<file path="src/bus_pkg.sv">
/* Register bus definitions.
   Request and response records, address and data types, and the address map */
package bus_pkg;

    // Byte address covering the control region and every chain region
    typedef logic [11:0] reg_addr_t;
    typedef logic [31:0] reg_data_t;

    // Offset of a register inside its own region
    typedef logic [7:0] reg_offset_t;

    typedef struct packed {
        logic      write;
        reg_addr_t addr;
        reg_data_t wdata;
    } bus_req_t;

    // A write answers with zero data, err flags an unmapped access
    typedef struct packed {
        reg_data_t rdata;
        logic      err;
    } bus_rsp_t;

    // Control block first, then chain i at ctrl_base + region_size * (i + 1)
    localparam reg_addr_t region_size = 12'h100;
    localparam reg_addr_t ctrl_base = 12'h000;

    // Control unit registers
    localparam reg_offset_t reg_run = 8'h00;
    localparam reg_offset_t reg_divider = 8'h04;
    localparam reg_offset_t reg_stopped = 8'h08;
    localparam reg_offset_t reg_sync_select = 8'h0C;
    localparam reg_offset_t reg_sync_delay = 8'h10;

    // Chain registers, compare k sits at reg_compare + 4k
    localparam reg_offset_t reg_period = 8'h00;
    localparam reg_offset_t reg_compare = 8'h04;

endpackage

</file>
<file path="src/pwm_pkg.sv">
/* PWM-side definitions shared by the generator blocks.
   Chain and channel counts, counter widths and the global control record */
package pwm_pkg;

    // Two chains, each with two channel pairs
    localparam int n_chains = 2;
    localparam int n_channels = 2;

    // Every channel drives an a output and its complementary b output
    localparam int n_pwm = 2 * n_chains * n_channels;

    localparam int counter_width = 16;

    // Counts, periods and compare thresholds all share this width
    typedef logic [counter_width-1:0] counter_t;

    // The timebase divides the clock by 2^divider
    typedef logic [2:0] divider_t;

    // One bit per output pin
    typedef logic [n_pwm-1:0] pwm_vec_t;

    // Index of a chain, used to pick the sync source
    typedef logic [$clog2(n_chains)-1:0] chain_sel_t;

    // Sync delay measured in clock cycles
    typedef logic [15:0] delay_t;

    // Global settings held by the control unit
    typedef struct packed {
        logic       run;
        divider_t   divider;
        pwm_vec_t   stopped_state;
        chain_sel_t sync_select;
        delay_t     sync_delay;
    } pwm_ctrl_t;

endpackage
</file>
<file path="src/pwm_generator.sv">
/* Multi-channel PWM generator top level.
   Connects the bus decoder, control unit, timebase, chains and sync engine */
module pwm_generator (
    input  logic              clock,
    input  logic              reset,
    input  bus_pkg::bus_req_t bus_req,
    input  logic              bus_valid,
    output logic              bus_ready,
    output bus_pkg::bus_rsp_t bus_rsp,
    output logic              bus_rsp_valid,
    input  logic              fault,
    output logic              timebase,
    output pwm_pkg::pwm_vec_t pwm_out,
    output logic              sync_out
);

    bus_pkg::bus_req_t slave_req;
    logic [pwm_pkg::n_chains:0] slave_valid;
    bus_pkg::bus_rsp_t slave_rsp [pwm_pkg::n_chains + 1];
    pwm_pkg::pwm_ctrl_t ctrl;
    logic tick;
    logic [pwm_pkg::n_chains-1:0] wrap;
    logic [pwm_pkg::n_channels-1:0] chain_a [pwm_pkg::n_chains];
    logic [pwm_pkg::n_channels-1:0] chain_b [pwm_pkg::n_chains];
    pwm_pkg::pwm_vec_t chain_pwm;

    reg_decoder decoder (
        .clock(clock), .reset(reset),
        .bus_req(bus_req), .bus_valid(bus_valid), .bus_ready(bus_ready),
        .bus_rsp(bus_rsp), .bus_rsp_valid(bus_rsp_valid),
        .slave_req(slave_req), .slave_valid(slave_valid), .slave_rsp(slave_rsp)
    );

    // Slave 0 is the control unit
    pwm_control_unit control (
        .clock(clock), .reset(reset), .req(slave_req), .valid(slave_valid[0]),
        .rsp(slave_rsp[0]), .ctrl(ctrl)
    );

    timebase_generator timebase_gen (
        .clock(clock), .reset(reset), .run(ctrl.run), .divider(ctrl.divider), .tick(tick)
    );

    // Chain i answers as slave i + 1
    for (genvar i = 0; i < pwm_pkg::n_chains; i++) begin : g_chain
        pwm_chain chain (
            .clock(clock), .reset(reset), .req(slave_req), .valid(slave_valid[i + 1]),
            .rsp(slave_rsp[i + 1]), .run(ctrl.run), .tick(tick), .wrap(wrap[i]),
            .out_a(chain_a[i]), .out_b(chain_b[i])
        );
    end

    sync_engine sync (
        .clock(clock), .reset(reset), .wrap_in(wrap), .sync_select(ctrl.sync_select),
        .sync_delay(ctrl.sync_delay), .sync_out(sync_out)
    );

    // All a outputs first, chain by chain, then all b outputs
    always_comb begin
        for (int j = 0; j < pwm_pkg::n_chains; j++) begin
            chain_pwm[j * pwm_pkg::n_channels +: pwm_pkg::n_channels] = chain_a[j];
            chain_pwm[(pwm_pkg::n_chains + j) * pwm_pkg::n_channels +: pwm_pkg::n_channels] =
                chain_b[j];
        end
    end

    // A fault or a stopped generator forces the safe state at once
    assign pwm_out = (ctrl.run && !fault) ? chain_pwm : ctrl.stopped_state;
    assign timebase = tick;

endmodule

</file>
<file path="src/sync_engine.sv">
/* Sync pulse engine.
   Re-emits the selected chain's wrap pulse after a programmed delay */
module sync_engine (
    input  logic                          clock,
    input  logic                          reset,
    input  logic [pwm_pkg::n_chains-1:0]  wrap_in,
    input  pwm_pkg::chain_sel_t           sync_select,
    input  pwm_pkg::delay_t               sync_delay,
    output logic                          sync_out
);

    logic wrap_sel;
    // Set while a delayed pulse is waiting to go out
    logic pending;
    pwm_pkg::delay_t remaining;

    assign wrap_sel = wrap_in[sync_select];

    // The pulse leaves in the cycle the countdown reaches zero,
    // which is sync_delay + 1 cycles after the wrap
    assign sync_out = pending && (remaining == '0);

    always_ff @(posedge clock) begin
        if (reset) begin
            pending <= 1'b0;
            remaining <= '0;
        end else if (pending) begin
            // Wraps arriving now are dropped, only one pulse is in flight
            if (remaining == '0) begin
                pending <= 1'b0;
            end else begin
                remaining <= remaining - 1'b1;
            end
        end else if (wrap_sel) begin
            pending <= 1'b1;
            remaining <= sync_delay;
        end
    end

endmodule

</file>
<file path="src/pwm_chain.sv">
/* One PWM chain.
   Period and compare registers, a period counter and complementary outputs */
module pwm_chain (
    input  logic              clock,
    input  logic              reset,
    input  bus_pkg::bus_req_t req,
    input  logic              valid,
    output bus_pkg::bus_rsp_t rsp,
    input  logic              run,
    input  logic              tick,
    output logic              wrap,
    output logic [pwm_pkg::n_channels-1:0] out_a,
    output logic [pwm_pkg::n_channels-1:0] out_b
);

    bus_pkg::reg_offset_t offset;
    bus_pkg::reg_data_t rd_data;
    logic hit;
    pwm_pkg::counter_t period;
    pwm_pkg::counter_t compare [pwm_pkg::n_channels];
    pwm_pkg::counter_t count;

    assign offset = bus_pkg::reg_offset_t'(req.addr);

    // Period sits at offset zero, compare k four bytes further per channel
    always_comb begin
        hit = 1'b0;
        rd_data = '0;
        if (offset == bus_pkg::reg_period) begin
            hit = 1'b1;
            rd_data = bus_pkg::reg_data_t'(period);
        end
        for (int k = 0; k < pwm_pkg::n_channels; k++) begin
            if (offset == bus_pkg::reg_offset_t'(bus_pkg::reg_compare + 4 * k)) begin
                hit = 1'b1;
                rd_data = bus_pkg::reg_data_t'(compare[k]);
            end
        end
    end

    always_ff @(posedge clock) begin
        if (reset) begin
            period <= '0;
            for (int k = 0; k < pwm_pkg::n_channels; k++) begin
                compare[k] <= '0;
            end
            rsp <= '0;
        end else begin
            rsp <= '0;
            if (valid) begin
                rsp.err <= !hit;
                if (!req.write) begin
                    rsp.rdata <= rd_data;
                end else begin
                    if (offset == bus_pkg::reg_period) begin
                        period <= pwm_pkg::counter_t'(req.wdata);
                    end
                    for (int k = 0; k < pwm_pkg::n_channels; k++) begin
                        if (offset == bus_pkg::reg_offset_t'(bus_pkg::reg_compare + 4 * k)) begin
                            compare[k] <= pwm_pkg::counter_t'(req.wdata);
                        end
                    end
                end
            end
        end
    end

    // The tick that takes the count from period back to zero
    assign wrap = tick && (count == period);

    // b is always the inverse of a, so the pair never overlaps
    assign out_b = ~out_a;

    always_ff @(posedge clock) begin
        if (reset || !run) begin
            count <= '0;
            out_a <= '0;
        end else begin
            if (tick) begin
                count <= wrap ? '0 : count + 1'b1;
            end
            // Outputs follow the count by one cycle
            for (int k = 0; k < pwm_pkg::n_channels; k++) begin
                out_a[k] <= count < compare[k];
            end
        end
    end

endmodule

</file>
<file path="src/timebase_generator.sv">
/* Timebase divider.
   Emits one tick every 2^divider clock cycles while the generator runs */
module timebase_generator (
    input  logic              clock,
    input  logic              reset,
    input  logic              run,
    input  pwm_pkg::divider_t divider,
    output logic              tick
);

    // The largest divider needs a count up to 2^7 - 1
    logic [(1 << $bits(pwm_pkg::divider_t)) - 2:0] div_count;
    logic [(1 << $bits(pwm_pkg::divider_t)) - 2:0] div_mask;

    // Terminal count is 2^divider - 1, zero when the divider is zero
    assign div_mask = '1 >> ($bits(div_mask) - divider);

    // With a zero divider the count stays at zero and every cycle ticks
    assign tick = run && (div_count == div_mask);

    always_ff @(posedge clock) begin
        if (reset) begin
            div_count <= '0;
        end else if (!run || tick) begin
            // Restart the period on each tick and hold it clear while stopped
            div_count <= '0;
        end else begin
            div_count <= div_count + 1'b1;
        end
    end

endmodule

</file>
<file path="src/pwm_control_unit.sv">
/* Global control registers of the PWM generator.
   Holds run, divider, stopped state and the sync settings */
module pwm_control_unit (
    input  logic               clock,
    input  logic               reset,
    input  bus_pkg::bus_req_t  req,
    input  logic               valid,
    output bus_pkg::bus_rsp_t  rsp,
    output pwm_pkg::pwm_ctrl_t ctrl
);

    bus_pkg::reg_offset_t offset;
    bus_pkg::reg_data_t rd_data;
    logic hit;

    // Each region spans 256 bytes, so the low byte is the register offset
    assign offset = bus_pkg::reg_offset_t'(req.addr);

    // Read data is zero-extended from the field width
    always_comb begin
        hit = 1'b1;
        rd_data = '0;
        case (offset)
            bus_pkg::reg_run:         rd_data = bus_pkg::reg_data_t'(ctrl.run);
            bus_pkg::reg_divider:     rd_data = bus_pkg::reg_data_t'(ctrl.divider);
            bus_pkg::reg_stopped:     rd_data = bus_pkg::reg_data_t'(ctrl.stopped_state);
            bus_pkg::reg_sync_select: rd_data = bus_pkg::reg_data_t'(ctrl.sync_select);
            bus_pkg::reg_sync_delay:  rd_data = bus_pkg::reg_data_t'(ctrl.sync_delay);
            default:                  hit = 1'b0;
        endcase
    end

    always_ff @(posedge clock) begin
        if (reset) begin
            // Everything zero, so the generator starts stopped
            ctrl <= '0;
            rsp <= '0;
        end else begin
            rsp <= '0;
            if (valid) begin
                rsp.err <= !hit;
                if (!req.write) begin
                    rsp.rdata <= rd_data;
                end else begin
                    // Writes keep only the bits that fit the field
                    case (offset)
                        bus_pkg::reg_run:         ctrl.run <= req.wdata[0];
                        bus_pkg::reg_divider:     ctrl.divider <= pwm_pkg::divider_t'(req.wdata);
                        bus_pkg::reg_stopped:     ctrl.stopped_state <= pwm_pkg::pwm_vec_t'(req.wdata);
                        bus_pkg::reg_sync_select: ctrl.sync_select <= pwm_pkg::chain_sel_t'(req.wdata);
                        bus_pkg::reg_sync_delay:  ctrl.sync_delay <= pwm_pkg::delay_t'(req.wdata);
                        default:                  ;
                    endcase
                end
            end
        end
    end

endmodule

</file>
<file path="src/reg_decoder.sv">
/* Register bus address decoder.
   Routes requests to the control unit or a chain and muxes the answer back */
module reg_decoder (
    input  logic              clock,
    input  logic              reset,
    input  bus_pkg::bus_req_t bus_req,
    input  logic              bus_valid,
    output logic              bus_ready,
    output bus_pkg::bus_rsp_t bus_rsp,
    output logic              bus_rsp_valid,
    output bus_pkg::bus_req_t slave_req,
    output logic [pwm_pkg::n_chains:0] slave_valid,
    input  bus_pkg::bus_rsp_t slave_rsp [pwm_pkg::n_chains + 1]
);

    logic accept;
    bus_pkg::reg_addr_t region;
    logic mapped;
    // Region of the request in flight, used to pick its response
    logic [$clog2(pwm_pkg::n_chains + 1)-1:0] sel_q;
    logic miss_q;

    assign accept = bus_valid && bus_ready;

    // Region 0 is the control unit, region i + 1 is chain i
    assign region = (bus_req.addr - bus_pkg::ctrl_base) / bus_pkg::region_size;
    assign mapped = region < bus_pkg::reg_addr_t'(pwm_pkg::n_chains + 1);

    // All slaves see the same request, only the selected one gets valid
    assign slave_req = bus_req;

    always_comb begin
        slave_valid = '0;
        if (accept && mapped) begin
            slave_valid[region[$bits(sel_q)-1:0]] = 1'b1;
        end
    end

    always_ff @(posedge clock) begin
        if (reset) begin
            bus_ready <= 1'b1;
            bus_rsp_valid <= 1'b0;
            sel_q <= '0;
            miss_q <= 1'b0;
        end else begin
            // Drop ready for one cycle so only one request is in flight
            bus_ready <= !accept;
            bus_rsp_valid <= accept;
            if (accept) begin
                sel_q <= mapped ? region[$bits(sel_q)-1:0] : '0;
                miss_q <= !mapped;
            end
        end
    end

    // An access outside every region is answered here with err set
    always_comb begin
        if (miss_q) begin
            bus_rsp = '{rdata: '0, err: 1'b1};
        end else begin
            bus_rsp = slave_rsp[sel_q];
        end
    end

endmodule

</file>
<file path="config.mk">
export PLATFORM = sky130hd
export DESIGN_NAME = pwm_generator
export DESIGN_NICKNAME = d
export VERILOG_FILES = /design/src/bus_pkg.sv /design/src/pwm_pkg.sv /design/src/pwm_generator.sv /design/src/sync_engine.sv /design/src/pwm_chain.sv /design/src/timebase_generator.sv /design/src/pwm_control_unit.sv /design/src/reg_decoder.sv
export SDC_FILE = /design/constraint.sdc
export NUM_CORES = 1
export LEC_CHECK = 0
export BUFFER_PORTS_ARGS = -buffer_cell sky130_fd_sc_hd__buf_2
export CORE_MARGIN = 2
export CORE_UTILIZATION = 55
export DETAILED_ROUTE_END_ITERATION = 8
export PLACE_DENSITY = 0.77
export SYNTH_ARGS = -nofsm -noshare
export SYNTH_HDL_FRONTEND = slang
export SYNTH_SLANG_ARGS = --single-unit
</file>
<file path="constraint.sdc">
create_clock -name clock -period 3 [get_ports clock]
set_input_delay 0.45 -clock clock [delete_from_list [all_inputs] [get_ports clock]]
set_output_delay 0.45 -clock clock [all_outputs]
set_load 0.005 [all_outputs]
</file>
## Yosys cells after proc, flatten, opt, wreduce, memory -nomap -nowiden

Memories as Yosys holds them, arrays and structs flattened.
Index checks and enable logic that the tools add are counted.

- Register bits: 225
- Latch bits: 0
- Bits in writable memories: 64
- ROM bits: 0
- Bits of input ports: 49
- Memories kept: 2

- $add $sub $neg: 5
- Multipliers: 0
- Div/mod/pow operators: 0
- Magnitude comparators: 9
- Eq/ne operators: 8
- Shifts and indexed selects: 1
- Multiplexer cells: 52
- Bitwise operators: 10
- Reduce and logical (&&, ||, !) cells: 37

Memories:

| memory | depth | bits a word | rd ports | clocked after Yosys merged registers in | wr ports | line | text |
|---|---|---|---|---|---|---|---|
| g_chain[0].chain.compare | 2 | 16 | 2 | 0 | 2 | pwm_chain.sv:20 | `pwm_pkg::counter_t compare [pwm_pkg::n_channels];` |
| g_chain[1].chain.compare | 2 | 16 | 2 | 0 | 2 | pwm_chain.sv:20 |  |

Operators with widths:

| kind | count |
|---|---|
| two-way mux 16 bit | 15 |
| two-way mux 33 bit | 3 |
| one-hot mux 16 bit (5 select lines) | 1 |
| binary-select mux 33 bit (select 2 bit) | 1 |
| less-than comparator 16 bit | 4 |
| adder 16 x 1 -> 16 bit (second input constant) | 2 |
| equality test 16 bit | 2 |
| >> shifter 7 x 32 -> 7 bit (first input constant) | 1 |
| two-way mux 1 bit | 28 |
| AND reduction 3 bit | 7 |
| equality test 8 x 4 -> 1 bit (second input constant) | 2 |
| logical NOT 16 bit | 1 |
| subtractor 16 x 1 -> 16 bit (second input constant) | 1 |
| OR reduction 5 bit | 3 |
| OR reduction 3 bit | 3 |
| equality test 8 x 3 -> 1 bit (second input constant) | 1 |
| equality test 8 x 5 -> 1 bit (second input constant) | 1 |
| logical AND 1 bit | 8 |
| logical NOT 8 bit | 1 |
| two-way mux 8 bit | 1 |
| OR reduction 2 bit | 4 |
| adder 7 x 1 -> 7 bit (second input constant) | 1 |
| equality test 7 bit | 1 |
| logical NOT 1 bit | 6 |
| other kinds (17) | 24 |

## Depth between registers and ports, before layout

Gate-level depths: netlist of the first run.

- Depth after elaboration: 9
- Mapped depth: 10
- Gate-level depth less buffers: 9

## Hierarchy

Synthesis of the first run repeated with hierarchy kept, for this count alone.

- Cell total of the unflattened synthesis: 1502
- Area, all modules: 14431.3 µm²

Modules (own cells, without submodules):

| module | instances | cells an instance | area each (µm²) |
|---|---|---|---|
| pwm_chain (g_chain[1].chain) | 1 | 446 | 4493.1 |
| pwm_chain (g_chain[0].chain) | 1 | 446 | 4491.8 |
| pwm_control_unit | 1 | 183 | 1860.5 |
| reg_decoder | 1 | 220 | 1829.3 |
| sync_engine | 1 | 143 | 1114.8 |
| timebase_generator | 1 | 54 | 496.7 |
| pwm_generator | 1 | 10 | 145.1 |

## Worst setup path after synthesis of the first run

Ideal clock, no wire load.

- Path type: in2reg
- Start: input bus_req[32] (netlist name)
- End: memory g_chain[1].chain.compare[0][0] (netlist name) (enable)
- Library setup time: 0.392 ns
- Arrival: 2.456 ns
- Path slack: 0.152 ns
- Stages on the path: 5
- Path through: or4_1 > nor3_2 > clkbuf_1 > nand2_1 > o21bai_1

RTL lines:

| what | line | text |
|---|---|---|
| start: declaration | pwm_generator.sv:6 | `input bus_pkg::bus_req_t bus_req,` |
| end: declaration | pwm_chain.sv:20 |  |

## Worst setup path in the final report of the first run

- Start: register sync.remaining[2]
- End: output sync_out

- Word-level cells in the longest chain between the ends: 2

Ends and longest elaborated chain:

| what | line | text |
|---|---|---|
| start: declaration | sync_engine.sv:15 | `pwm_pkg::delay_t remaining;` |
| start signal: assignment | sync_engine.sv:32 | `remaining <= remaining - 1'b1;` |
| start signal: assignment | sync_engine.sv:36 | `remaining <= sync_delay;` |
| logical NOT 16 bit | sync_engine.sv:21 | `assign sync_out = pending && (remaining == '0);` |
| logical AND 1 bit | sync_engine.sv:21 |  |
| end: declaration | pwm_generator.sv:14 | `output logic sync_out` |

Every way passes these cells.

==> flow_metrics.env, run 1 <==
export IMPL_grt_pass1_vias=9931
export IMPL_synth_distinct_cells=73
export IMPL_dp_final_hpwl_um=25200
export IMPL_die_h_um=155
export IMPL_top_level_ports=94
export IMPL_antenna_found_initial=1
export IMPL_hold_path_cell_count=3
export IMPL_drt_pass1_iterations=6
export IMPL_ys_seq_elements=241
export IMPL_crit_chain="nor4_1 > buf_4 > nand4_1 > or2_2 > inv_1 > buf_2"
export IMPL_grt_overflow_total=0
export IMPL_fin_skew_ns=0.0212
export IMPL_path_class="flip-flop to output pin"
export IMPL_tightest_slew_ns=0.795
export IMPL_worstSetupStartpointType="flip-flop"
export IMPL_fp_row_count=55
export IMPL_ys_seq_area_share_pct=43.8
export IMPL_setup_ws_ns=0.0936
export IMPL_cts_root_buffer="clkbuf_16"
export IMPL_cts_sinks=241
export IMPL_fin_nets=1532
export IMPL_cp_arrival_ns=2.46
export IMPL_max_clock_path_buffers=3
export IMPL_syn_cell_area_um2=12500
export IMPL_drc=0
export IMPL_place_ws_ns=0.286
export IMPL_drtIter0Drc=850
export IMPL_synth_top_cell_area_share_pct=28.4
export IMPL_setup_tns_ns=0
export IMPL_synth_main_ff_cell="dfxtp_1"
export IMPL_postCtsHoldBufs=0
export IMPL_postCtsSetupRepairBufs=0
export IMPL_syn2layout_area_growth_pct=13.2
export IMPL_syn_area_per_cell_um2=9.32
export IMPL_wl_um=35000
export IMPL_yosys_warnings=0
export IMPL_mostFrequentLayoutCells="nor2_1, dfxtp_1, mux2i_1, a21oi_1, inv_1"
export IMPL_hold_viol_final=0
export IMPL_die_w_um=155
export IMPL_grt_max_degree=70
export IMPL_post_route_period_util_pct=96.9
export IMPL_syn_inst=1340
export IMPL_synth_edf_count=64
export IMPL_core_area_um2=22400
export IMPL_netlist_top_cells_area="dfxtp_1, edfxtp_1, mux2i_1, ha_1, nor2_1"
export IMPL_grt_pass1_wl_um=53800
export IMPL_irDropWorstVdd_uv=416
export IMPL_tritoncts="yes"
export IMPL_path_delay_family="simple AND/OR/NAND/NOR gates"
export IMPL_setup_viol=0
export IMPL_antenna_cells=0
export IMPL_endpoint_kind="output pin"
export IMPL_drive_gt1_share_pct=13.5
export IMPL_r2r_cells=7
export IMPL_min_period_ns=2.91
export IMPL_wire_per_inst_um=20.3
export IMPL_rsz0062_at_grt="false"
export IMPL_p_per_area_nw_per_um2=489
export IMPL_hold_path_class="input pin to flip-flop"
export IMPL_viasPerCell=6.10
export IMPL_slowest_delay_ns=0.42
export IMPL_maxCapViolations=0
export IMPL_start_util_pct=55.6
export IMPL_final_common_cell="nor2_1"
export IMPL_yosysTopAreaCell="dfxtp_1"
export IMPL_dieArea_um2=23900
export IMPL_post_cts_resized=0
export IMPL_ant_nets=0
export IMPL_insertion_delay_ns=0.55
export IMPL_vias=10502
export IMPL_cts_buffers=26
export IMPL_critPathSlowestCell="or2_2"
export IMPL_critical_path_buf_inv_count=3
export IMPL_worstPathRequired_ns=2.55
export IMPL_htree_levels=1
export IMPL_num_fill_cells=1875
export IMPL_port_buffers=61
export IMPL_gp_congestion=0.923
export IMPL_outcome="finished clean"
export IMPL_synth_async_sr_flop_share_pct=0
export IMPL_slew_limit_headroom_pct=47.0
export IMPL_clkTransAtPathRegs_ns=0.06
export IMPL_maxSlewViolCount=0
export IMPL_max_freq_ghz=0.344
export IMPL_critical_path_max_fanout=8
export IMPL_power_leakage_uw=0.00624
export IMPL_grt_use_total_pct=28.9
export IMPL_path_depth=6
[worst paths after layout]
kind | from | end | slack (ns)
max reg2reg | control.ctrl[26] | sync.remaining[13] | 0.22
min | bus_req[13] | g_chain[1].chain.period[13] | 0.26
min reg2reg | sync.remaining[5] | sync.remaining[5] | 0.50
max | sync.remaining[2] | sync_out | 0.09
[power breakdown]
| group | internal [uW] | switching, uW | total (uW) |
|---|---|---|---|
| registers | 3360 | 23.5 | 3390 |
| logic | 84.3 | 189 | 273 |
| clock network | 1930 | 1330 | 3260 |
| total | 5380 | 1540 | 6920 |
[cells by family after synthesis]
group / synth area share, %
AND/OR/NAND/NOR: 17.9
AO/OA/AOI/OAI: 13.5
flip-flops: 43.8
buffers and inverters: 5.65
multiplexers: 9.49
adder cells (fa/ha/maj): 6.51
XOR/XNOR: 3.09
other: 0.0300
[registers in the layout, indices dropped and copies added (netlist names)]
signal,cells
control.rsp,17
sync.remaining,16
decoder.bus_rsp_valid,1
g_chain.chain.period,32
decoder.miss_q,1
control.ctrl,29
decoder.bus_ready,1
g_chain.chain.compare,64
g_chain.chain.count,32
g_chain.chain.out_a,4
sync.pending,1
g_chain.chain.rsp,34
decoder.sel_q,2
timebase_gen.div_count,7
[tightest hold or removal path: cells and delay by family]
family                 cells  cell delay, ns
buffers and inverters      1            0.15
multiplexers               1            0.09
AND/OR/NAND/NOR            1            0.07
[per-layer routing]
layer,GRT usage (%),wire (um)
met1,38.4,14700
met2,48.1,16300
met3,4.09,2690
met4,10.8,1310
met5,0,13
[Yosys cell counts, drive strengths merged (4+ instances only)]
library cell / n
nor2: 203
dfxtp: 177
mux2i: 109
a21oi: 103
inv: 85
ha: 65
edfxtp: 64
clkbuf: 51
and2: 44
nand2: 41
xor2: 33
buf: 31
nand3: 27
a21o: 25
o21ai: 25
o31ai: 21
nand4: 20
nor4: 20
or4: 18
nor3: 15
a31oi: 12
and3: 11
or3: 11
xnor2: 11
nor2b: 9
a211oi: 8
nand2b: 8
a22oi: 6
mux2: 6
nand3b: 6
or2: 6
o21a: 5
o21bai: 5
o221a: 5
o211a: 4
o41ai: 4
[cell type report]
class / instances / area, um2 / share of cell area (%)
Sequential cell: 241 / 5470 / 38.7
Inverter: 85 / 319 / 2.26
Timing Repair Buffer: 117 / 728 / 5.15
Clock buffer: 40 / 837 / 5.92
Multi-Input combinational cell: 947 / 6370 / 45.1
Clock inverter: 8 / 58.8 / 0.416
Tap cell: 285 / 357 / 2.52
[per-stage QoR]
step                      hold slack (ns)  std cells  power [uW]  utilization, %  instance area, um2
after floorplan                     0.444       1355        3620               -               12500
after CTS                           0.243       1723        6940            63.0               14100
after global routing                0.242       1723        7090            63.0               14100
after global placement              0.488       1675        3720            59.0               13200
after detailed placement            0.487       1675        3720            59.0               13200
final                               0.258       1723        6920            63.0               14100
(Power assumes the default switching activity.)
==> run 2: changes to the inputs <==
CORE_UTILIZATION = 60   (was 55)
PLACE_DENSITY = 0.8   (was 0.77)
clock period = 3.6 ns   (was 3 ns; I/O delays follow)
==> run 2 against run 1 <==
Compared with the run above: sequential cell count unchanged; first-iteration DRC count up 2.9%; sequential power down 17%; sequential share of layout area up 0.79 points; design area shrank 2.0%; die area down 8.1%; non-clock buffer count shrank 23; clock power fell by 23%; clock skew down 0.0095 ns; cell count decreased by 2.3%.
==> flow_metrics.env, run 2 (synthesis gave the netlist of run 1 again) <==
export IMPL_largest_reg_flops=64
export IMPL_viasPerCell=6.11
export IMPL_irDropWorstVdd_uv=421
export IMPL_critical_path_buf_inv_count=0
export IMPL_endpoint_kind="flip-flop"
export IMPL_post_cts_resized=0
export IMPL_syn2layout_area_growth_pct=11.0
export IMPL_r2r_slack_ns=0.49
export IMPL_port_buffers=61
export IMPL_setup_viol=0
export IMPL_drive_gt1_share_pct=11.4
export IMPL_slowest_delay_ns=0.75
export IMPL_drt_pass1_iterations=8
export IMPL_fin_skew_ns=0.0118
export IMPL_path_delay_family="compound AO/OA/AOI/OAI gates"
export IMPL_postCtsHoldBufs=0
export IMPL_power_leakage_uw=0.00607
export IMPL_drtIter0Drc=875
export IMPL_cp_arrival_ns=3.57
export IMPL_clkTransAtPathRegs_ns=0.06
export IMPL_antenna_found_initial=3
export IMPL_fp_row_count=52
export IMPL_outcome="finished clean"
export IMPL_r2r_cells=6
export IMPL_min_period_ns=3.11
export IMPL_max_clock_path_buffers=3
export IMPL_dieArea_um2=22000
export IMPL_grt_max_degree=63
export IMPL_crit_path_start="g_chain[1].chain.count[0]"
export IMPL_grt_pass1_wl_um=53200
export IMPL_final_common_cell="nor2_1"
export IMPL_wl_um=34100
export IMPL_path_class="flip-flop to flip-flop"
export IMPL_critPathSlowestCell="o31ai_1"
export IMPL_worstSetupEndpoint="sync.remaining[10]"
export IMPL_cts_buffers=25
export IMPL_r2r_start="g_chain[1].chain.count[0]"
export IMPL_tritoncts="yes"
export IMPL_maxSlewViolCount=0
export IMPL_wire_per_inst_um=20.3
export IMPL_setup_tns_ns=0
export IMPL_gp_congestion=0.918
export IMPL_start_util_pct=61.5
export IMPL_hold_path_class="input pin to flip-flop"
export IMPL_p_per_area_nw_per_um2=402
export IMPL_postCtsSetupRepairBufs=0
export IMPL_worstPathRequired_ns=4.07
export IMPL_worstSetupStartpointType="flip-flop"
export IMPL_die_w_um=148
export IMPL_mostFrequentLayoutCells="nor2_1, dfxtp_1, mux2i_1, a21oi_1, inv_1"
export IMPL_slew_limit_headroom_pct=41.5
export IMPL_drc=0
export IMPL_die_h_um=148
export IMPL_num_fill_cells=1585
export IMPL_tightest_slew_ns=0.870
export IMPL_max_freq_ghz=0.322
export IMPL_post_route_period_util_pct=86.3
export IMPL_hold_viol_final=0
export IMPL_reg_largest_list="g_chain.chain.compare (64), g_chain.chain.rsp (34)"
export IMPL_critical_path_max_fanout=16
export IMPL_path_depth=6
export IMPL_crit_chain="xor2_1 > nor4_1 > nand4_1 > mux2_2 > o31ai_1 > o221a_2"
export IMPL_total_power_uw=5570
export IMPL_cts_root_buffer="clkbuf_16"
export IMPL_largest_register="g_chain.chain.compare"
export IMPL_insertion_delay_ns=0.53
export IMPL_rsz0062_at_grt="false"
export IMPL_ant_nets=0
export IMPL_top_level_ports=94
export IMPL_vias=10278
export IMPL_core_area_um2=20300
export IMPL_htree_levels=1
export IMPL_grt_overflow_total=0
export IMPL_fin_nets=1508
export IMPL_grt_pass1_vias=10037
export IMPL_reg2reg_to="sync.remaining[10]"
export IMPL_maxCapViolations=0
export IMPL_grt_use_total_pct=30.7
export IMPL_cts_sinks=241
export IMPL_dp_final_hpwl_um=24300
==> run 2: changes by cell type in the layout (fill, tap and decap cells not counted) <==
cell	change
buf_2	+1
inv_4	-1
buf_4	-25
buf_12	+1
bufinv_16	+1
clkbuf_8	-1
diode_2	+1
clkbuf_16	-4
clkinv_2	-3
clkinvlp_4	-1
clkbuf_1	+7
clkinv_8	-1
==> run 2: tightest hold or removal path, cell delays in order <==
cell and delay, ns:
buf_2 0.14, mux2i_1 0.08, nor2_1 0.07
==> run 2: area by class of cell <==
| type | instances | area [um2] | share of cell area (%) |
|---|---|---|---|
| multi-input combinational | 947 | 6370 | 46.0 |
| sequential | 241 | 5470 | 39.4 |
| clock buffer | 42 | 749 | 5.41 |
| timing repair buffer | 94 | 566 | 4.08 |
| tap | 270 | 338 | 2.44 |
| inverter | 85 | 319 | 2.30 |
| clock inverter | 3 | 43.8 | 0.316 |
| antenna | 1 | 2.50 | 0.0181 |
==> run 2: worst min path at each step <==
stage | from | cells past startpoint | endpoint
final | bus_req[14] | 3 | g_chain[1].chain.period[14]
after global placement | timebase_gen.div_count[0] | 1 | timebase_gen.div_count[0]
after CTS | bus_req[14] | 3 | g_chain[1].chain.period[14]
after global routing | bus_req[14] | 3 | g_chain[0].chain.period[14]
after floorplan | control.ctrl[11] | 1 | control.rsp[12]
after detailed placement | timebase_gen.div_count[0] | 1 | timebase_gen.div_count[0]
==> run 2: metal layers <==
layer | up-vias | global-route usage (%) | wire length (um)
met5 | - | 0 | 10
met4 | 2 | 12.8 | 1480
met3 | 88 | 5.28 | 2740
met2 | 456 | 50.6 | 15800
met1 | 4889 | 40.3 | 14100
li1 | 4843 | - | -
==> run 2: stage by stage <==
stage          worst slack (ns)  cells  utilization (%)  instance area [um2]  hold slack, ns
2_1_floorplan             0.662   1355                -                12500           0.444
5_1_grt                   0.437   1682             68.2                13900           0.348
4_1_cts                   0.543   1682             68.2                13900           0.331
6_report                  0.492   1683             68.3                13900           0.341
3_3_place_gp              0.569   1637             64.3                13100           0.485
3_5_place_dp              0.501   1637             64.3                13100           0.490
==> run 2: power breakdown <==
| part | internal [uW] | total [uW] | switching (uW) |
|---|---|---|---|
| Clock | 1480 | 2520 | 1040 |
| Sequential | 2800 | 2820 | 19.9 |
| Combinational | 71.6 | 228 | 157 |
| Total | 4350 | 5570 | 1220 |
